`config.mk`:
```
export PLATFORM = sky130hd
export DESIGN_NAME = result_drain_flat
export DESIGN_NICKNAME = d
export VERILOG_FILES = /design/src/common/mm_pkg.sv /design/src/common/mm_stream_if.sv /design/src/mac_array/result_drain.sv /design/src/flat_wrapper.sv
export VERILOG_INCLUDE_DIRS = /design/src /design/src/common
export SDC_FILE = /design/constraint.sdc
export NUM_CORES = 1
export LEC_CHECK = 0
export BUFFER_PORTS_ARGS = -buffer_cell sky130_fd_sc_hd__buf_2
export CAP_MARGIN = 25
export CELL_PAD_IN_SITES_DETAIL_PLACEMENT = 0
export CELL_PAD_IN_SITES_GLOBAL_PLACEMENT = 2
export CORE_AREA = 4 4 203 205
export DETAILED_ROUTE_END_ITERATION = 6
export DIE_AREA = 0 0 207 209
export GPL_TIMING_DRIVEN = 0
export PLACE_DENSITY_LB_ADDON = 0.1
export SLEW_MARGIN = 40
export SYNTH_ARGS = -nofsm -noshare
export SYNTH_HDL_FRONTEND = slang
export SYNTH_SLANG_ARGS = --single-unit
```
`constraint.sdc`:
```
create_clock -name ap_clk -period 3.25 [get_ports ap_clk]
set_input_delay 0.65 -clock ap_clk [delete_from_list [all_inputs] [get_ports ap_clk]]
set_output_delay 0.65 -clock ap_clk [all_outputs]
set_load 0.01 [all_outputs]
```
`src/common/mm_defs.svh`:
```
//==========================================================================
// elements are signed integers and all sums wrap modulo 2^MM_ACC_W
// MM_ACC_W must be at least twice MM_ELEM_W to hold a full product
//==========================================================================
`ifndef MM_DEFS_SVH
`define MM_DEFS_SVH

// matrix dimension
// also the number of A/B beats in one job and of C rows out
`define MM_DIM 4

// width of one input element of A or B
`define MM_ELEM_W 16

// width of one accumulator cell and one C element
`define MM_ACC_W 32

`endif

```
`src/common/mm_pkg.sv`:
```
//==========================================================================
// shared types of the matrix multiplier, sized from mm_defs.svh
//==========================================================================
`default_nettype none

`include "mm_defs.svh"

package mm_pkg;

  // one signed element of A or B
  typedef logic signed [`MM_ELEM_W-1:0] elem_t;

  // one signed accumulator cell, also one element of C
  typedef logic signed [`MM_ACC_W-1:0] acc_t;

  // one A column or one B row, element k in slot k
  typedef elem_t [`MM_DIM-1:0] vec_t;

  // one C row as it leaves the kernel
  typedef acc_t [`MM_DIM-1:0] c_row_t;

  // A column k paired with B row k
  typedef struct packed {
    vec_t a_col;
    vec_t b_row;
  } operand_t;

  // the whole accumulator array, indexed [row][col]
  typedef c_row_t [`MM_DIM-1:0] matrix_t;

endpackage : mm_pkg

`default_nettype wire

```
`src/common/mm_stream_if.sv`:
```
//==========================================================================
// valid/ready stream; a beat moves on an edge with valid and ready high
// valid, last and data hold steady from the raise of valid to the transfer
//==========================================================================
`default_nettype none

interface mm_stream_if #(
  parameter type payload_t = logic
);

  // handshake
  logic     valid;
  logic     ready;
  // marks the final beat of a job
  logic     last;
  // payload, operand pair or C row
  payload_t data;

  // producer side
  modport src (
    output valid,
    output last,
    output data,
    input  ready
  );

  // consumer side
  modport snk (
    input  valid,
    input  last,
    input  data,
    output ready
  );

endinterface : mm_stream_if

`default_nettype wire

```
`src/mac_array/result_drain.sv`:
```
//==========================================================================
// captures one finished matrix and sends it as MM_DIM rows, row 0 first
// a new matrix may only arrive while free; the row holds under back-pressure
//==========================================================================
`default_nettype none

`include "mm_defs.svh"

module result_drain (
  input  wire             ap_clk,
  input  wire             areset,
  input  wire             i_matrix_valid,
  input  mm_pkg::matrix_t i_matrix,
  output logic            o_free,
  mm_stream_if.src        o_res
);

  localparam int ROW_W = (`MM_DIM > 1) ? $clog2(`MM_DIM) : 1;

  logic             holding;
  logic [ROW_W-1:0] row_idx;
  logic             row_fire;
  logic             last_row;
  mm_pkg::matrix_t  mat;

  assign row_fire = o_res.valid & o_res.ready;
  assign last_row = (row_idx == ROW_W'(`MM_DIM - 1));

  assign o_free = ~holding;

  // current row straight from the held matrix
  assign o_res.valid = holding;
  assign o_res.last  = last_row;
  assign o_res.data  = mat[row_idx];

  //========================================================================
  // row sequencing
  //========================================================================

  always_ff @(posedge ap_clk) begin
    if (areset) begin
      holding <= 1'b0;
      row_idx <= '0;
    end else if (i_matrix_valid) begin
      holding <= 1'b1;
      row_idx <= '0;
    end else if (row_fire) begin
      if (last_row) begin
        // free again once the final row has gone
        holding <= 1'b0;
        row_idx <= '0;
      end else begin
        row_idx <= row_idx + 1'b1;
      end
    end
  end

  // snapshot of the accumulators
  always_ff @(posedge ap_clk) begin
    if (i_matrix_valid) begin
      mat <= i_matrix;
    end
  end

  // the MAC array never hands over a result before the last one drained
  a_no_overrun : assert property (@(posedge ap_clk) disable iff (areset)
    i_matrix_valid |-> o_free);

endmodule : result_drain

`default_nettype wire

```
`src/flat_wrapper.sv`:
```
// flat-port wrapper written by rule: the top's interface ports become plain ports
module result_drain_flat 
  (ap_clk, areset, i_matrix_valid, i_matrix, o_free, o_res_valid, o_res_last, o_res_data, o_res_ready);
  mm_stream_if o_res_i ();
  input  wire ap_clk;
  input  wire areset;
  input  wire i_matrix_valid;
  input  mm_pkg::matrix_t i_matrix;
  output logic o_free;
  output wire logic [$bits(o_res_i.valid)-1:0] o_res_valid;
  output wire logic [$bits(o_res_i.last)-1:0] o_res_last;
  output wire logic [$bits(o_res_i.data)-1:0] o_res_data;
  input wire logic [$bits(o_res_i.ready)-1:0] o_res_ready;
  assign o_res_valid = o_res_i.valid;
  assign o_res_last = o_res_i.last;
  assign o_res_data = o_res_i.data;
  assign o_res_i.ready = o_res_ready;
  result_drain u_core (.ap_clk(ap_clk), .areset(areset), .i_matrix_valid(i_matrix_valid), .i_matrix(i_matrix), .o_free(o_free), .o_res(o_res_i));
endmodule
```
==> results.json <==
{
  "dr.pass1.iters": 3,
  "powerDensity_nw_per_um2": 318,
  "cp-start-kind": "register",
  "rsz0062_at_grt": "no",
  "setup-tns-final_ns": 0,
  "post_cts_buffers": 0,
  "grt_pass1_vias": 170,
  "skew_ns": 0.000485,
  "hp-class": "input pin to register",
  "dp_cells": 555,
  "fin_crit_ns": 2.12,
  "setup_slack_ns": 1.13,
  "grt_pass1_wl_um": 1760,
  "htree_levels": 1,
  "critical_path.max_stage_delay_ns": 0.56,
  "drive_above_1_share_pct": 50.0,
  "tightest_slew_ns": 0.314,
  "dpl_worst_slack_ns": 1.40,
  "post-route-util_pct": 2.74,
  "cp-startpoint": "u_core.row_idx[0]",
  "maxSlewHeadroom_pct": 79.0,
  "irDropWorstVdd_mv": 0.0745,
  "min_from": "i_matrix[128]",
  "antenna_left": 0,
  "critPathTopFamily": "multiplexers",
  "syn_nets": 536,
  "worst_path_max_delay_cell": "mux4_2",
  "diodes": 0,
  "synthDistinctLibCells": 11,
  "crit_fanout": 4,
  "r2r-start": "u_core.row_idx[0]",
  "ys_top_cells_by_area": "edfxtp_1 (42%), dfxtp_1 (21%), a21boi_0 (7.8%), mux4_2 (7.8%), o21a_1 (5.2%)",
  "syn_inst": 19,
  "critical_path_class": "register to output port",
  "hold_viol": 0,
  "totalWireLength_um": 1470,
  "dpl.hpwl_um": 1250,
  "finalCritPeriodShare_pct": 65.3,
  "drt_iter0_drc": 14,
  "grt_max_degree": 8,
  "post_cts_resized": 0,
  "antenna_found_initial": 0,
  "die_area_um2": 43300,
  "io_pins": 520,
  "drv_slew": 0,
  "cp_cell_sequence": "mux4_2, buf_2",
  "ys.warnings.count": 0,
  "yosysTopAreaCell": "edfxtp_1",
  "fin_cells": 559,
  "netlist_area_um2": 289,
  "final_net_count": 552,
  "cts-root-buf": "clkbuf_16",
  "outcome": "finished, final reports clean",
  "cts.reportedPaths.clkPinSlew_ns": 0.04,
  "fmax_mhz": 471,
  "numClockSinks": 7,
  "avgSynthCellArea_um2": 15.2,
  "dr_total_vias": 213,
  "syn2layout_area_growth_pct": 274,
  "p_leak_uw": 0.000192,
  "core_area_um2": 39500,
  "drv_cap": 0,
  "synth_top_area_share_pct": 41.6,
  "wl_per_cell_um": 2.62,
  "worst-path-buf-inv": 1,
  "finalSetupViolCount": 0,
  "gp_congestion": 0.575,
  "initial_utilization_pct": 0.732,
  "die_height_um": 209,
  "synth-seq-cells": 7,
  "holdBufCountCts": 0,
  "cts-buffers-inserted": 3,
  "ys_seq_area_share_pct": 62.3,
  "clock_path_buffers": 2,
  "drc": 0,
  "crit_arrival_ns": 1.47,
  "grt-ovfl-total": 0,
  "io_buffers": 11,
  "end_kind": "output port",
  "finalPower_uw": 344,
  "clock_latency_ns": 0.24,
  "track_usage_pct": 0.732,
  "critPathRequiredTime_ns": 2.60,
  "cts_tree": "built",
  "die_w_um": 207,
  "vias_per_cell": 0.381,
  "fp-row-count": 73
}
[Yosys cell counts (all sizes together)]
master  instances
and3            1
a21boi          3
o21a            2
ha              1
inv             1
mux4            1
nor2            1
edfxtp          4
dfxtp           3
o21ba           1
and4bb          1
[area by class of cell]
cell class	count	area, um2
inverter	1	3.75
tap	525	657
multi-input combinational	11	105
sequential	7	180
fill	4739	38400
timing repair buffer	11	55.1
clock buffer	4	78.8
[sequential cells by signal, indices dropped and copies added (netlist names)]
name / cells
u_core.o_res.valid: 1
u_core.mat: 4
u_core.row_idx: 2
[kinds of logic after synthesis]
logic type	share of synthesized area (%)
compound gates	16.4
fa+ha+maj	4.33
buf+inv	1.30
flops	62.3
mux	7.79
simple gates	7.79
[stage by stage]
stage	hold slack (ns)	cell area [um2]
after floorplan	0.618	289
after detailed placement	0.696	1000
after CTS	0.600	1080
final	0.601	1080
after global placement	0.684	1000
after global routing	0.600	1080
[layout by cell type, fill, tap and decap left out]
cell       instances
and4bb_2           1
dfxtp_1            3
and3_1             1
clkbuf_1           1
nor2_1             1
o21a_1             2
buf_2             11
a21boi_0           3
clkbuf_16          3
ha_1               1
mux4_2             1
inv_1              1
o21ba_2            1
edfxtp_1           4
[power breakdown]
group / internal (uW) / total (uW) / switching [uW]
sequential: 100 / 104 / 4.20
combinational: 9.13 / 20.0 / 10.9
clock: 164 / 219 / 55.4
[routing by layer]
layer	up-vias	wire, um	part of all wire [%]	track usage [%]
met5	-	0	0	0
met1	95	1030	70	1.24
li1	103	-	-	-
met4	0	0	0	0.0684
met3	0	221	15	1.10
met2	15	212	14	0.226
[final timing paths]
path / to / slack [ns] / cells after the start
max: o_res_data / 1.13 / 2
min: u_core.mat[128] / 0.60 / 1
max reg2reg: u_core.row_idx[0] / 1.91 / 3
min reg2reg: u_core.row_idx[1] / 0.71 / 2
Power figures use the tool's default switching activity.
