`src/common/mm_stream_if.sv`:
```
//==========================================================================
// valid/ready stream; a beat moves on an edge with valid and ready high
// valid, last and data hold steady from the raise of valid to the transfer
//==========================================================================
`default_nettype none

interface mm_stream_if #(
  parameter type payload_t = logic
);

  // handshake
  logic     valid;
  logic     ready;
  // marks the final beat of a job
  logic     last;
  // payload, operand pair or C row
  payload_t data;

  // producer side
  modport src (
    output valid,
    output last,
    output data,
    input  ready
  );

  // consumer side
  modport snk (
    input  valid,
    input  last,
    input  data,
    output ready
  );

endinterface : mm_stream_if

`default_nettype wire

```
`src/verilog/stream_reg.sv`:
```
//==========================================================================
// two-entry skid buffer, one cycle latency, one beat per cycle
// input ready comes straight from a flop and drops only when both are full
//==========================================================================
`default_nettype none

module stream_reg #(
  parameter type payload_t = logic
) (
  input  wire      ap_clk,
  input  wire      areset,
  mm_stream_if.snk i_s,
  mm_stream_if.src o_m
);

  // output entry
  logic     out_valid;
  logic     out_last;
  payload_t out_data;
  // skid entry, filled only while the output stalls
  logic     skid_valid;
  logic     skid_last;
  payload_t skid_data;

  logic     in_fire;
  logic     out_open;

  assign in_fire  = i_s.valid & i_s.ready;
  // output entry can take a new beat this edge
  assign out_open = ~out_valid | o_m.ready;

  assign i_s.ready = ~skid_valid;

  assign o_m.valid = out_valid;
  assign o_m.last  = out_last;
  assign o_m.data  = out_data;

  //========================================================================
  // occupancy
  //========================================================================

  always_ff @(posedge ap_clk) begin
    if (areset) begin
      out_valid  <= 1'b0;
      skid_valid <= 1'b0;
    end else if (out_open) begin
      // skid drains first; input is blocked while skid is full
      out_valid  <= skid_valid | in_fire;
      skid_valid <= 1'b0;
    end else if (in_fire) begin
      skid_valid <= 1'b1;
    end
  end

  //========================================================================
  // payload
  //========================================================================

  always_ff @(posedge ap_clk) begin
    if (out_open) begin
      if (skid_valid) begin
        out_data <= skid_data;
        out_last <= skid_last;
      end else if (in_fire) begin
        out_data <= i_s.data;
        out_last <= i_s.last;
      end
    end else if (in_fire) begin
      skid_data <= i_s.data;
      skid_last <= i_s.last;
    end
  end

  // a stalled beat stays put until it is taken
  a_hold_stalled : assert property (@(posedge ap_clk) disable iff (areset)
    (o_m.valid && !o_m.ready) |=> (o_m.valid && $stable(o_m.data) && $stable(o_m.last)));

endmodule : stream_reg

`default_nettype wire

```
`src/flat_wrapper.sv`:
```
// flat-port wrapper written by rule: the top's interface ports become plain ports
module stream_reg_flat 
#(
  parameter type payload_t = logic
)
  (ap_clk, areset, i_s_valid, i_s_last, i_s_data, i_s_ready, o_m_valid, o_m_last, o_m_data, o_m_ready);
  mm_stream_if #(.payload_t(payload_t)) i_s_i ();
  mm_stream_if #(.payload_t(payload_t)) o_m_i ();
  input  wire ap_clk;
  input  wire areset;
  input wire logic [$bits(i_s_i.valid)-1:0] i_s_valid;
  input wire logic [$bits(i_s_i.last)-1:0] i_s_last;
  input wire logic [$bits(i_s_i.data)-1:0] i_s_data;
  output wire logic [$bits(i_s_i.ready)-1:0] i_s_ready;
  output wire logic [$bits(o_m_i.valid)-1:0] o_m_valid;
  output wire logic [$bits(o_m_i.last)-1:0] o_m_last;
  output wire logic [$bits(o_m_i.data)-1:0] o_m_data;
  input wire logic [$bits(o_m_i.ready)-1:0] o_m_ready;
  assign i_s_i.valid = i_s_valid;
  assign i_s_i.last = i_s_last;
  assign i_s_i.data = i_s_data;
  assign i_s_ready = i_s_i.ready;
  assign o_m_valid = o_m_i.valid;
  assign o_m_last = o_m_i.last;
  assign o_m_data = o_m_i.data;
  assign o_m_i.ready = o_m_ready;
  stream_reg #(.payload_t(payload_t)) u_core (.ap_clk(ap_clk), .areset(areset), .i_s(i_s_i), .o_m(o_m_i));
endmodule
```
`config.mk`:
```
export PLATFORM = sky130hd
export DESIGN_NAME = stream_reg_flat
export DESIGN_NICKNAME = d
export VERILOG_FILES = /design/src/common/mm_stream_if.sv /design/src/verilog/stream_reg.sv /design/src/flat_wrapper.sv
export SDC_FILE = /design/constraint.sdc
export NUM_CORES = 1
export LEC_CHECK = 0
export BUFFER_PORTS_ARGS = -buffer_cell sky130_fd_sc_hd__buf_2
export CORE_AREA = 2 2 39 41
export CTS_CLUSTER_DIAMETER = 30
export DETAILED_ROUTE_END_ITERATION = 7
export DIE_AREA = 0 0 41 43
export GPL_ROUTABILITY_DRIVEN = 0
export PLACE_DENSITY = 0.36
export SYNTH_ARGS = -nofsm -noshare
export SYNTH_HDL_FRONTEND = slang
export SYNTH_SLANG_ARGS = --single-unit
```
`constraint.sdc`:
```
create_clock -name ap_clk -period 1.58 [get_ports ap_clk]
set_clock_uncertainty 0.2 [all_clocks]
set_input_delay 0.395 -clock ap_clk [delete_from_list [all_inputs] [get_ports ap_clk]]
set_output_delay 0.395 -clock ap_clk [all_outputs]
set_load 0.1 [all_outputs]
```
==> reports/results.tsv, run 1 <==
metric	value	unit
synth_compound_area_share	5.46	%
period_share	92.8	%
cts_made_buffers	3	
min_period	1470	ps
wl_per_cell	9.02	µm
vias_per_cell	3.57	
multi_input_area	65.1	µm²
drive_above_1_share	60.7	%
synth_top_area_share	52.5	%
diodes	0	
synth-seq-cells	6	
grt_antenna_before_repair	0	
end_kind	output pin	
initial_utilization	16.5	%
avgSynthCellArea	15.3	µm²
num_rows	14	
grt_pass1_wl	731	µm
first_pass_iters	2	
yosysWarnings	0	
dieHeight	43	µm
clock_latency	250	ps
setup_viol	0	
maxSlewViolCount	0	
design.core.area	1380	µm²
maxCapViolations	0	
num-fill-cells	153	
drt_iter0_markers	3	
final_common_cell	buf_2	
regArea	163	µm²
dp_hpwl	312	µm
pin_count	10	
cts_tree	built	
synth.area.top_cells	edfxtp_1 (52%), dfxtp_1 (17%), mux2_2 (9.8%), nand2b_4 (6.0%), nor3b_1 (3.3%)	
wl	397	µm
p_per_area	1110	nW/µm²
root_buffer	clkbuf_4	
portBuffers	9	
cp_max_fo	6	
synth_cell_types	10	
die_w	41	µm
syn_nets	21	
fp.dieArea	1760	µm²
stdcell_count	44	
synthCells	15	
cts_buffer_depth	2	
final_cell_mix	buf_2 (5), buf_12 (4), edfxtp_1 (4)	
hold_violations	0	
syn_to_final_growth	67.2	%
dp_cells	40	
slew_headroom	80.4	%
seq_area_frac_synth	69.9	%
fin_setup_tns	0	ps
status	complete, no violations	
cp.required	980	ps
nNetsFinal	35	
grt_pass1_vias	184	
yosysTopAreaCell	edfxtp_1	
clkSinkCount	6	
synth_mux_area_share	9.84	%
rsz0062_at_grt	no	
drc_errors	0	
vias	157	
power.leakage	0.151	nW
worstPathArrival	870	ps
cp-start-kind	flip-flop	
cts_setup_buffers	0	
max_clock_freq	682	MHz
tightest_slew	293	ps
grt-ovfl-total	0	
grt_max_degree	7	
synthAdderAreaFrac	0	%
hp-class	primary input to flip-flop	
yosys.area_share.simple	13.1	%
ir_worst_vdd	0.346	mV
htreeDepth	1	
antenna_left	0	
clk_pin_slew_worst_paths	50	ps
syn_area	229	µm²
synth_xor_xnor_area_share	0	%
grt.total_usage	6.67	%
synth_top_family_by_area	simple AND/OR/NAND/NOR gates	
crit_type	flip-flop to output pin	
## synth_stat cells
library cell,n
inv_1,1
nor3_1,1
nor3b_1,1
mux2_2,2
a21oi_1,1
o21a_1,1
edfxtp_1,4
nor2_1,1
nand2b_4,1
dfxtp_1,2
## stage by stage
stage / instance area, µm² / util [%] / power [mW] / hold slack (ps) / setup WS [ps]
final: 383 / 27.7 / 0.425 / 113 / 114
after global placement: 355 / 25.7 / 0.271 / 299 / 98.8
after floorplan: 230 / - / 0.236 / 257 / 11.2
after global routing: 383 / 27.7 / 0.442 / 120 / 58.3
after CTS: 382 / 27.6 / 0.435 / 103 / 7.46
after detailed placement: 355 / 25.7 / 0.272 / 308 / 111
## cells by family (layout without fill, tap and decap cells)
group	count (synthesis)	count (layout)
buffers and inverters	1	14
AO/OA/AOI/OAI	2	2
AND/OR/NAND/NOR	4	4
multiplexers	2	2
flip-flops	6	6
## worst max-delay path, cell delays in order (launching register included)
cell     delay (ps)
dfxtp_2         380
inv_1            80
buf_12          170
## sequential cells by signal, summed over array words and instances, names as in the netlist
name and count:
u_core.skid_data 1, u_core.skid_valid 1, u_core.o_m.data 1, u_core.o_m.last 1, u_core.skid_last 1, u_core.o_m.valid 1
## report_power, final
part / internal (mW) / leakage, nW / switching [mW]
Combinational: 0.0330 / 0.0810 / 0.0526
Sequential: 0.177 / 0.0548 / 0.00641
Clock: 0.0960 / 0.0150 / 0.0601
Total: 0.306 / 0.151 / 0.119
## routing by layer
metal | share of wire [%] | track usage (%) | up-vias
met1 | 39 | 7.89 | 70
met5 | 0 | 0 | -
li1 | - | - | 80
met2 | 53 | 8.44 | 7
met4 | 0 | 8.00 | 0
met3 | 7.3 | 1.57 | 0
## timing repair
item,in CTS,in global routing
endpoints found under the setup margin,0,1
hold buffers,0,0
resized for setup,0,1
endpoints found under the hold margin,0,0
## final timing paths
path / startpoint / endpoint / slack [ps] / cells past startpoint
setup / recovery: u_core.skid_valid$_SDFFE_PP0P_ / i_s_ready / 110 / 2
hold / removal: areset / u_core.o_m.valid$_SDFFE_PP0P_ / 110 / 2
setup reg to reg: u_core.o_m.valid$_SDFFE_PP0P_ / u_core.skid_last$_DFFE_PP_ / 330 / 2
hold reg to reg: u_core.o_m.valid$_SDFFE_PP0P_ / u_core.skid_valid$_SDFFE_PP0P_ / 310 / 2
## cell type report
cell class	count	share of cell area, %
timing repair buffer	9	27.5
multi-input combinational	8	17.0
clock buffer	4	6.86
tap	16	5.23
inverter	1	0.980
sequential	6	42.5
Note: power is estimated with default switching activity, not from simulation.
==> inputs of run 2 (changes only) <==
CTS_BUF_LIST = sky130_fd_sc_hd__clkbuf_4   (was unset)
==> run 2 against run 1 <==
Net effect: routed wire length stayed put; sequential cell count unchanged; non-clock buffer count stayed put; highest routed layer unchanged; critical path depth is the same; largest cell class unchanged; clock power increased by 12%; largest power group unchanged; clock-buffer cell count did not move; first-iteration DRC count did not move; power increased by 4.3%; setup slack got worse by 5.8 ps.
==> reports/results.tsv, run 2 (synthesis gave the netlist of run 1 again) <==
metric	value	unit	change
p_per_area	1150	nW/µm²	+3.3%
timing.rr.end	u_core.skid_last$_DFFE_PP_		
stdcell_count	44		unchanged
wl_met1	153	µm	-1.3%
drive_above_1_share	64.3	%	+3.6 points
rsz0062_at_grt	no		
diodes	0		unchanged
root_buffer	clkbuf_4		
cts_tree	built		
ir_worst_vdd	0.324	mV	-6.4%
totalPowerFinal	443	µW	+4.3%
cp_max_fo	6		unchanged
die_w	41	µm	unchanged
worst-path-buf-inv	2		unchanged
clock_latency	250	ps	about the same
cp.required	980	ps	about the same
syn_to_final_growth	68.9	%	
dieHeight	43	µm	unchanged
initial_utilization	16.5	%	unchanged
hold_violations	0		unchanged
grt_max_degree	7		unchanged
cp-start-kind	flip-flop		
vias	157		unchanged
dp_cells	40		unchanged
hold_ws	112	ps	-0.573 ps
final_cell_mix	buf_2 (5), clkbuf_4 (4), buf_12 (4), edfxtp_1 (4)		
grt_antenna_before_repair	0		unchanged
num_rows	14		unchanged
clkSinkCount	6		unchanged
r2r_cells	2		unchanged
pin_count	10		unchanged
slew_headroom	80.3	%	-0.11 points
worstHoldEndpoint	u_core.o_m.valid$_SDFFE_PP0P_		
grt-ovfl-total	0		unchanged
cts_buffer_depth	2		unchanged
critPathMaxStageDelay	380	ps	about the same
holdBufCountCts	0		unchanged
vias_per_cell	3.57		unchanged
portBuffers	9		unchanged
final_common_cell	buf_2		
power.leakage	0.154	nW	+2.3%
htreeDepth	1		unchanged
hold_depth	2		unchanged
nNetsFinal	35		unchanged
end_kind	output pin		
tightest_slew	294	ps	+1.62 ps
design.core.area	1380	µm²	unchanged
first_pass_iters	2		unchanged
drc_errors	0		unchanged
cts_made_buffers	3		unchanged
highest_layer	met3		
clk_pin_slew_worst_paths	50	ps	about the same
grt_pass1_wl	745	µm	+1.9%
r2r_setup_slack	330	ps	about the same
crit_type	flip-flop to output pin		
post-place-ws	111	ps	unchanged
hp-class	primary input to flip-flop		
rr_startpoint	u_core.o_m.valid$_SDFFE_PP0P_		
slowest_stage	dfxtp_2		
worstPathArrival	880	ps	about the same
critPathTopFamily	flip-flops		
critPathLaunch	u_core.skid_valid$_SDFFE_PP0P_		
period_share	93.2	%	+0.36 points
hold_start	areset		
status	complete, no violations		
min_period	1470	ps	+5.77 ps
grt_pass1_vias	188		+2.2%
maxSlewViolCount	0		unchanged
setup_viol	0		unchanged
wl_met2	214	µm	+1.4%
drt_iter0_markers	3		unchanged
post_cts_resized	0		unchanged
dr_wl_met3	29	µm	unchanged
fin_setup_tns	0	ps	unchanged
dp_hpwl	312	µm	unchanged
fp.dieArea	1760	µm²	unchanged
setup_slack	108	ps	-5.77 ps
grt.total_usage	6.77	%	+0.10 points
wl	397	µm	unchanged
wl_per_cell	9.02	µm	unchanged
cts_setup_buffers	0		unchanged
antenna_left	0		unchanged
maxCapViolations	0		unchanged
max_clock_freq	679	MHz	-0.39%
crit_chain	inv_1 -> buf_12		
==> run 2: cell counts in the layout (fill, tap and decap cells not counted) <==
No cell type changed its count.
==> run 2: power breakdown <==
| group | internal [mW] | switching, mW |
|---|---|---|
| sequential | 0.177 | 0.00646 |
| clock | 0.113 | 0.0613 |
| combinational | 0.0330 | 0.0526 |
==> run 2: layout make-up <==
| type | count | area (µm²) |
|---|---|---|
| tap | 16 | 20.0 |
| fill | 152 | 997 |
| clock buffer | 4 | 30.0 |
| timing repair buffer | 9 | 105 |
| sequential | 6 | 163 |
| inverter | 1 | 3.75 |
| multi-input combinational | 8 | 65.1 |
==> run 2: per-stage QoR <==
stage | cell area (µm²) | utilization [%]
finish | 387 | 27.9
CTS | 385 | 27.8
detailed placement | 355 | 25.7
floorplan | 230 | -
global placement | 355 | 25.7
global route | 387 | 27.9
==> run 2: worst register-to-register path, cell delays in order, from the launching register on <==
cell      delay (ps)
dfxtp_2          370
nand2b_4          70
nor3b_1          300
==> run 2: how the worst max path moves through the flow <==
stage | end | depth (start not counted)
floorplan | u_core.skid_data$_DFFE_PP_ | 2
global placement | u_core.skid_data$_DFFE_PP_ | 3
detailed placement | u_core.skid_data$_DFFE_PP_ | 3
CTS | i_s_ready | 2
global route | i_s_ready | 2
finish | i_s_ready | 2
==> run 2: routing by layer <==
metal / vias up / GRT usage, %
li1: 80 / -
met1: 70 / 7.89
met2: 7 / 8.75
met3: 0 / 1.57
met4: 0 / 8.00
met5: - / 0
