==> config.mk <==
export PLATFORM = sky130hd
export DESIGN_NAME = operand_join_flat
export DESIGN_NICKNAME = d
export VERILOG_FILES = /design/src/common/mm_pkg.sv /design/src/common/mm_stream_if.sv /design/src/verilog/operand_join.sv /design/src/flat_wrapper.sv
export VERILOG_INCLUDE_DIRS = /design/src /design/src/common
export SDC_FILE = /design/constraint.sdc
export NUM_CORES = 1
export LEC_CHECK = 0
export BUFFER_PORTS_ARGS = -buffer_cell sky130_fd_sc_hd__buf_2
export CAP_MARGIN = 30
export CORE_AREA = 2 2 53 55
export DETAILED_ROUTE_END_ITERATION = 10
export DIE_AREA = 0 0 55 57
export PLACE_DENSITY_LB_ADDON = 0.25
export SYNTH_ARGS = -nofsm -noshare
export SYNTH_HDL_FRONTEND = slang
export SYNTH_SLANG_ARGS = --single-unit
==> constraint.sdc <==
create_clock -name ap_clk -period 1.3 [get_ports ap_clk]
set_clock_uncertainty 0.15 [all_clocks]
set_input_delay 0.195 -clock ap_clk [delete_from_list [all_inputs] [get_ports ap_clk]]
set_output_delay 0.195 -clock ap_clk [all_outputs]
set_load 0.02 [all_outputs]
==> src/common/mm_defs.svh <==
//==========================================================================
// elements are signed integers and all sums wrap modulo 2^MM_ACC_W
// MM_ACC_W must be at least twice MM_ELEM_W to hold a full product
//==========================================================================
`ifndef MM_DEFS_SVH
`define MM_DEFS_SVH

// matrix dimension
// also the number of A/B beats in one job and of C rows out
`define MM_DIM 4

// width of one input element of A or B
`define MM_ELEM_W 16

// width of one accumulator cell and one C element
`define MM_ACC_W 32

`endif

==> src/common/mm_pkg.sv <==
//==========================================================================
// shared types of the matrix multiplier, sized from mm_defs.svh
//==========================================================================
`default_nettype none

`include "mm_defs.svh"

package mm_pkg;

  // one signed element of A or B
  typedef logic signed [`MM_ELEM_W-1:0] elem_t;

  // one signed accumulator cell, also one element of C
  typedef logic signed [`MM_ACC_W-1:0] acc_t;

  // one A column or one B row, element k in slot k
  typedef elem_t [`MM_DIM-1:0] vec_t;

  // one C row as it leaves the kernel
  typedef acc_t [`MM_DIM-1:0] c_row_t;

  // A column k paired with B row k
  typedef struct packed {
    vec_t a_col;
    vec_t b_row;
  } operand_t;

  // the whole accumulator array, indexed [row][col]
  typedef c_row_t [`MM_DIM-1:0] matrix_t;

endpackage : mm_pkg

`default_nettype wire

==> src/common/mm_stream_if.sv <==
//==========================================================================
// valid/ready stream; a beat moves on an edge with valid and ready high
// valid, last and data hold steady from the raise of valid to the transfer
//==========================================================================
`default_nettype none

interface mm_stream_if #(
  parameter type payload_t = logic
);

  // handshake
  logic     valid;
  logic     ready;
  // marks the final beat of a job
  logic     last;
  // payload, operand pair or C row
  payload_t data;

  // producer side
  modport src (
    output valid,
    output last,
    output data,
    input  ready
  );

  // consumer side
  modport snk (
    input  valid,
    input  last,
    input  data,
    output ready
  );

endinterface : mm_stream_if

`default_nettype wire

==> src/verilog/operand_join.sv <==
//==========================================================================
// A and B are accepted only together and only while a job runs
// the MM_DIM-th pair of a job is marked last; extra beats start a new count
//==========================================================================
`default_nettype none

`include "mm_defs.svh"

module operand_join (
  input  wire          ap_clk,
  input  wire          areset,
  input  wire          i_busy,
  // A stream carrying one column per beat
  input  wire          i_a_valid,
  output logic         o_a_ready,
  input  mm_pkg::vec_t i_a_data,
  // B stream carrying one row per beat
  input  wire          i_b_valid,
  output logic         o_b_ready,
  input  mm_pkg::vec_t i_b_data,
  // paired operands towards the MAC array
  mm_stream_if.src     o_op
);

  localparam int CNT_W = (`MM_DIM > 1) ? $clog2(`MM_DIM) : 1;

  logic [CNT_W-1:0] beat_cnt;
  logic             pair_valid;
  logic             pair_fire;
  logic             last_beat;

  // a pair exists when both inputs offer a beat during a job
  assign pair_valid = i_busy & i_a_valid & i_b_valid;
  assign pair_fire  = pair_valid & o_op.ready;

  // both sides move on the same edge
  assign o_a_ready = pair_fire;
  assign o_b_ready = pair_fire;

  assign last_beat = (beat_cnt == CNT_W'(`MM_DIM - 1));

  // zero latency join
  assign o_op.valid = pair_valid;
  assign o_op.last  = last_beat;
  assign o_op.data  = mm_pkg::operand_t'{a_col: i_a_data, b_row: i_b_data};

  // beat count within the job
  always_ff @(posedge ap_clk) begin
    if (areset) begin
      beat_cnt <= '0;
    end else if (pair_fire) begin
      if (last_beat) begin
        beat_cnt <= '0;
      end else begin
        beat_cnt <= beat_cnt + 1'b1;
      end
    end
  end

  // a finished job leaves no partial beat count behind
  a_cnt_clear_idle : assert property (@(posedge ap_clk) disable iff (areset)
    !i_busy |-> (beat_cnt == '0));

endmodule : operand_join

`default_nettype wire

==> src/flat_wrapper.sv <==
// flat-port wrapper written by rule: the top's interface ports become plain ports
module operand_join_flat 
  (ap_clk, areset, i_busy, i_a_valid, o_a_ready, i_a_data, i_b_valid, o_b_ready, i_b_data, o_op_valid, o_op_last, o_op_data, o_op_ready);
  mm_stream_if o_op_i ();
  input  wire ap_clk;
  input  wire areset;
  input  wire i_busy;
  input  wire i_a_valid;
  output logic o_a_ready;
  input  mm_pkg::vec_t i_a_data;
  input  wire i_b_valid;
  output logic o_b_ready;
  input  mm_pkg::vec_t i_b_data;
  output wire logic [$bits(o_op_i.valid)-1:0] o_op_valid;
  output wire logic [$bits(o_op_i.last)-1:0] o_op_last;
  output wire logic [$bits(o_op_i.data)-1:0] o_op_data;
  input wire logic [$bits(o_op_i.ready)-1:0] o_op_ready;
  assign o_op_valid = o_op_i.valid;
  assign o_op_last = o_op_i.last;
  assign o_op_data = o_op_i.data;
  assign o_op_i.ready = o_op_ready;
  operand_join u_core (.ap_clk(ap_clk), .areset(areset), .i_busy(i_busy), .i_a_valid(i_a_valid), .o_a_ready(o_a_ready), .i_a_data(i_a_data), .i_b_valid(i_b_valid), .o_b_ready(o_b_ready), .i_b_data(i_b_data), .o_op(o_op_i));
endmodule
==> summary.txt, run 1 <==
status: finished, final reports clean
routed len/inst: 4.52 um
Syn Nets: 148
total I/O pin count: 139
number of cells after detailed placement: 51
Largest regs: u_core.beat_cnt: 2 flops
crit share post-route: 95.4%
Post-synth ARST share: 0%
Site Rows: 19
die width: 55 um
P_int: 0.178 mW
Post-synth top flop: dfxtp_1
antenna violations before repair: 0
Layout Cells excl Fill: 54
max reg flops: 2
htree depth: 1
CTS Buf Count: 3
synthesized instance count: 13
global-route wire length before repair: 372 um
core area: 0.00262 mm2
Die H: 57 um
CTS max path bufs: 2
drt drc: 0
sw frac: 19.2%
count of pins over their slew limit: 0
Post-synth EDFFs: 0
CTS clk-pin slew, worst paths: 30 ps
Setup TNS Final: 0 ps
nets@finish: 160
Worst Path Arrival: 900 ps
share of layout cells above drive strength 1: 65.2%
Peak Freq: 806 MHz
Power Dens Cells: 970 mW/mm2
die area: 0.00314 mm2
CP Max Fanout: 3
unrepaired setup endpoints after global routing: false
Synth Warn #: 0
Setup violations, final: 0
n_diodes: 0
CTS sink count: 2
# resized after CTS: 0
CTS tree: yes
Starting Density: 5.22%
#FFs+latches synth: 2
Clock Power Share: 59.8%
CTS Hold Buffers Added: 0
CP Data Required Time: 950 ps
GPL Wtd Cong: 0.626
dpl hpwl: 202 um
fin crit period: 1240 ps
Largest Register: u_core.beat_cnt
Leak Pwr: 0.111 nW
Vias: 123
Final ANT Viol Nets: 0
Synth top area share: 29.4%
GRT Util Overall: 1.97%
top post-synthesis cells by area: dfxtp_1 (29%), buf_4 (11%), mux2_4 (11%), ha_1 (9.2%), nand2b_1 (9.2%)
Synth Cell Area: 136 um2
Distinct cells, synth: 10
# port buffers: 9
Synth top cells by count: buf_4 (2), dfxtp_1 (2), nand2b_1 (2)
Initial DRC Count: 1
slew margin rel.: 89.6%
drt total wl: 244 um
# Max-Cap Violations: 0
Yosys top cell by area: dfxtp_1
Post-CTS Setup Bufs: 0
largest net degree at the start of global routing: 5
endpoints failing hold: 0
Area Growth Syn to Fin: 67.0%
Worst-Skew Late Latency: 220 ps
Psw: 0.0423 mW
Slew @ Worst Pin: 155 ps
critical path class: reg2out
first-pass detailed-route iteration total: 2
clk root buf: clkbuf_4
Worst Setup End Kind: primary output
Comb power frac: 11.1%
register area share after synthesis: 29.4%
Vias/cell: 2.28
average cell area after synthesis: 10.5 um2
Peak VDD IR: 0.372 mV
Worst setup SP type: flop
grt ovf: 0
Worst Hold Class: in2reg
share of power burned in registers: 29.1%
power after layout: 0.221 mW
vias in the first global route: 98
[final timing paths]
| path | cells past startpoint | endpoint | slack, ps | startpoint |
|---|---|---|---|---|
| worst max-delay path | 2 | o_op_last | 60 | u_core.beat_cnt[0] |
| worst min-delay path | 3 | u_core.beat_cnt[1] | 130 | areset |
| worst max register to register | 3 | u_core.beat_cnt[0] | 230 | u_core.beat_cnt[0] |
| worst min register to register | 2 | u_core.beat_cnt[1] | 320 | u_core.beat_cnt[1] |
[through the flow]
step           area, um2  hold slack [ps]  worst slack [ps]  utilization [%]
4_1_cts              228              127              46.9             8.71
3_5_place_dp         205              240               189             7.85
6_report             228              129              60.0             8.71
3_3_place_gp         205              240               195             7.85
2_1_floorplan        136              225               118                -
5_1_grt              228              155              5.18             8.71
[cells in the final DEF (no fill, tap or decap)]
| cell | count |
|---|---|
| and2b_1 | 1 |
| and3_2 | 1 |
| and4_4 | 1 |
| buf_2 | 9 |
| clkbuf_4 | 3 |
| dfxtp_1 | 2 |
| ha_1 | 1 |
| mux2_4 | 1 |
| mux2i_1 | 1 |
| nand2b_1 | 2 |
| nor3_1 | 1 |
[logic make-up after synthesis]
family,after synthesis,share of synthesized area [%]
fa+ha+maj,1,9.17
flops,2,29.4
simple gates,6,32.1
buf+inv,2,11.0
mux,2,18.3
[area by class of cell]
| type | instances | area (um2) |
|---|---|---|
| repair buffers | 9 | 45.0 |
| flip-flops and latches | 2 | 40.0 |
| clock buffers | 3 | 22.5 |
| multi-input cells | 9 | 81.3 |
| fillers | 306 | 2390 |
| well taps | 31 | 38.8 |
[layer usage]
metal / share of wire [%] / routed length, um / track usage (%)
met1: 45 / 110 / 2.41
met4: 0 / 0 / 1.05
met5: 0 / 0 / 0
met2: 30 / 74 / 1.19
met3: 24 / 59 / 3.40
[critical path, cell delays in order, from the launching register on]
cell and delay [ps]:
dfxtp_1 340, ha_1 170, buf_2 160
[power groups by stage]
| stage | sequential, mW | combinational, mW | clock [mW] |
|---|---|---|---|
| 3_3_place_gp | 0.0649 | 0.0248 | 0 |
| 4_1_cts | 0.0642 | 0.0250 | 0.140 |
| 6_report | 0.0642 | 0.0246 | 0.132 |
| 3_5_place_dp | 0.0649 | 0.0249 | 0 |
| 2_1_floorplan | 0.0646 | 0.0186 | 0 |
| 5_1_grt | 0.0643 | 0.0269 | 0.150 |
Power figures use the tool's default switching activity.
==> run 2: changes to the inputs <==
SETUP_SLACK_MARGIN = 0.2   (was default)
==> summary.txt, run 2 (synthesized netlist as in run 1, its figures left out) <==
Vias: 136 (was 123)
Post-CTS Setup Bufs: 0 (unchanged)
Worst setup SP type: flop (unchanged)
Peak VDD IR: 0.418 mV (was 0.372 mV)
fin util: 9.52% (was 8.71%)
Starting Density: 5.22% (unchanged)
CP Data Required Time: 950 ps (about the same)
dpl hpwl: 223 um (was 202 um)
slew margin rel.: 90.1% (was 89.6%)
Slew @ Worst Pin: 148 ps (was 155 ps)
htree depth: 1 (unchanged)
Peak Freq: 851 MHz (was 806 MHz)
Worst Setup End Kind: primary output (unchanged)
routed len/inst: 4.94 um (was 4.52 um)
Die H: 57 um (unchanged)
CTS Hold Buffers Added: 0 (unchanged)
CP Max Fanout: 3 (unchanged)
first-pass detailed-route iteration total: 2 (unchanged)
drt total wl: 267 um (was 244 um)
CTS sink count: 2 (unchanged)
met3 wire len: 34 um (was 59 um)
nets@finish: 160 (unchanged)
crit share post-route: 90.4% (was 95.4%)
Leak Pwr: 0.109 nW (was 0.111 nW)
Site Rows: 19 (unchanged)
Setup violations, final: 0 (unchanged)
share of layout cells above drive strength 1: 78.3% (was 65.2%)
CTS max path bufs: 2 (unchanged)
Largest Register: u_core.beat_cnt (unchanged)
unrepaired setup endpoints after global routing: true (was false)
Largest regs: u_core.beat_cnt: 2 flops (unchanged)
die width: 55 um (unchanged)
max reg flops: 2 (unchanged)
core area: 0.00262 mm2 (unchanged)
CTS Buf Count: 3 (unchanged)
Setup TNS Final: 0 ps (unchanged)
metal2 WL: 118 um (was 74 um)
status: finished, final reports clean (unchanged)
Max Used Layer: met4 (was met3)
fin crit period: 1180 ps (was 1240 ps)
final hold slack: 121 ps (was 129 ps)
drt drc: 0 (unchanged)
# Max-Cap Violations: 0 (unchanged)
die area: 0.00314 mm2 (unchanged)
WL met1: 101 um (was 110 um)
Final ANT Viol Nets: 0 (unchanged)
GRT Util Overall: 2.48% (was 1.97%)
Worst Hold Class: in2reg (unchanged)
# port buffers: 9 (unchanged)
critical path class: reg2out (unchanged)
commonest non-fill, non-tap cell in the layout: buf_2 (unchanged)
CTS clk-pin slew, worst paths: 30 ps (about the same)
Power Dens Cells: 896 mW/mm2 (was 970 mW/mm2)
vias in the first global route: 124 (was 98)
CTS tree: yes (unchanged)
antenna violations before repair: 0 (unchanged)
number of cells after detailed placement: 51 (unchanged)
# resized after CTS: 4 (was 0)
grt ovf: 0 (unchanged)
Initial DRC Count: 1 (unchanged)
largest net degree at the start of global routing: 5 (unchanged)
Area Growth Syn to Fin: 82.6% (was 67.0%)
Worst Path Arrival: 830 ps (was 900 ps)
Worst-Skew Late Latency: 220 ps (about the same)
count of pins over their slew limit: 0 (unchanged)
GPL Wtd Cong: 0.575 (was 0.626)
DP Worst Slack: 196 ps (was 189 ps)
global-route wire length before repair: 448 um (was 372 um)
clk root buf: clkbuf_4 (unchanged)
endpoints failing hold: 0 (unchanged)
Layout Cells excl Fill: 54 (unchanged)
n_diodes: 0 (unchanged)
most frequent cells in the layout: buf_2 (8), clkbuf_4 (3), nand2b_1 (2), dfxtp_2 (2) (was buf_2 (9), clkbuf_4 (3), nand2b_1 (2), dfxtp_1 (2))
Vias/cell: 2.52 (was 2.28)
final setup margin: 125 ps (was 60.0 ps)
total I/O pin count: 139 (unchanged)
## run 2: routing by layer
metal,global-route usage (%),vias to the layer above
li1,-,67
met1,1.93,58
met2,2.38,9
met3,1.57,2
met4,5.57,0
met5,0,-
## run 2: cell type report
| cell class | instances | area, um2 |
|---|---|---|
| Fill cell | 313 | 2370 |
| Multi-Input combinational cell | 9 | 93.8 |
| Timing Repair Buffer | 9 | 51.3 |
| Clock buffer | 3 | 22.5 |
| Tap cell | 31 | 38.8 |
| Sequential cell | 2 | 42.5 |
## run 2: critical path, stage by stage, from the launching register on
cell	delay [ps]
dfxtp_2	330
ha_4	160
buf_6	120
## run 2: power by group
part	internal, mW	total, mW	leakage [nW]	switching, mW
Combinational	0.0142	0.0249	0.0783	0.0107
Sequential	0.0635	0.0649	0.0172	0.00140
Clock	0.102	0.133	0.0138	0.0320
Total	0.179	0.223	0.109	0.0441
## run 2: worst paths after layout
| kind | from | slack [ps] | to | cells after the start |
|---|---|---|---|---|
| max | u_core.beat_cnt[0] | 120 | o_op_last | 2 |
| min | areset | 120 | u_core.beat_cnt[1] | 3 |
| max reg2reg | u_core.beat_cnt[0] | 260 | u_core.beat_cnt[0] | 3 |
| min reg2reg | u_core.beat_cnt[1] | 340 | u_core.beat_cnt[1] | 2 |
## run 2: per-stage QoR
stage	power (mW)	area (um2)
detailed placement	0.0906	218
floorplan	0.0840	149
global route	0.239	249
global placement	0.0911	218
finish	0.223	249
CTS	0.232	249
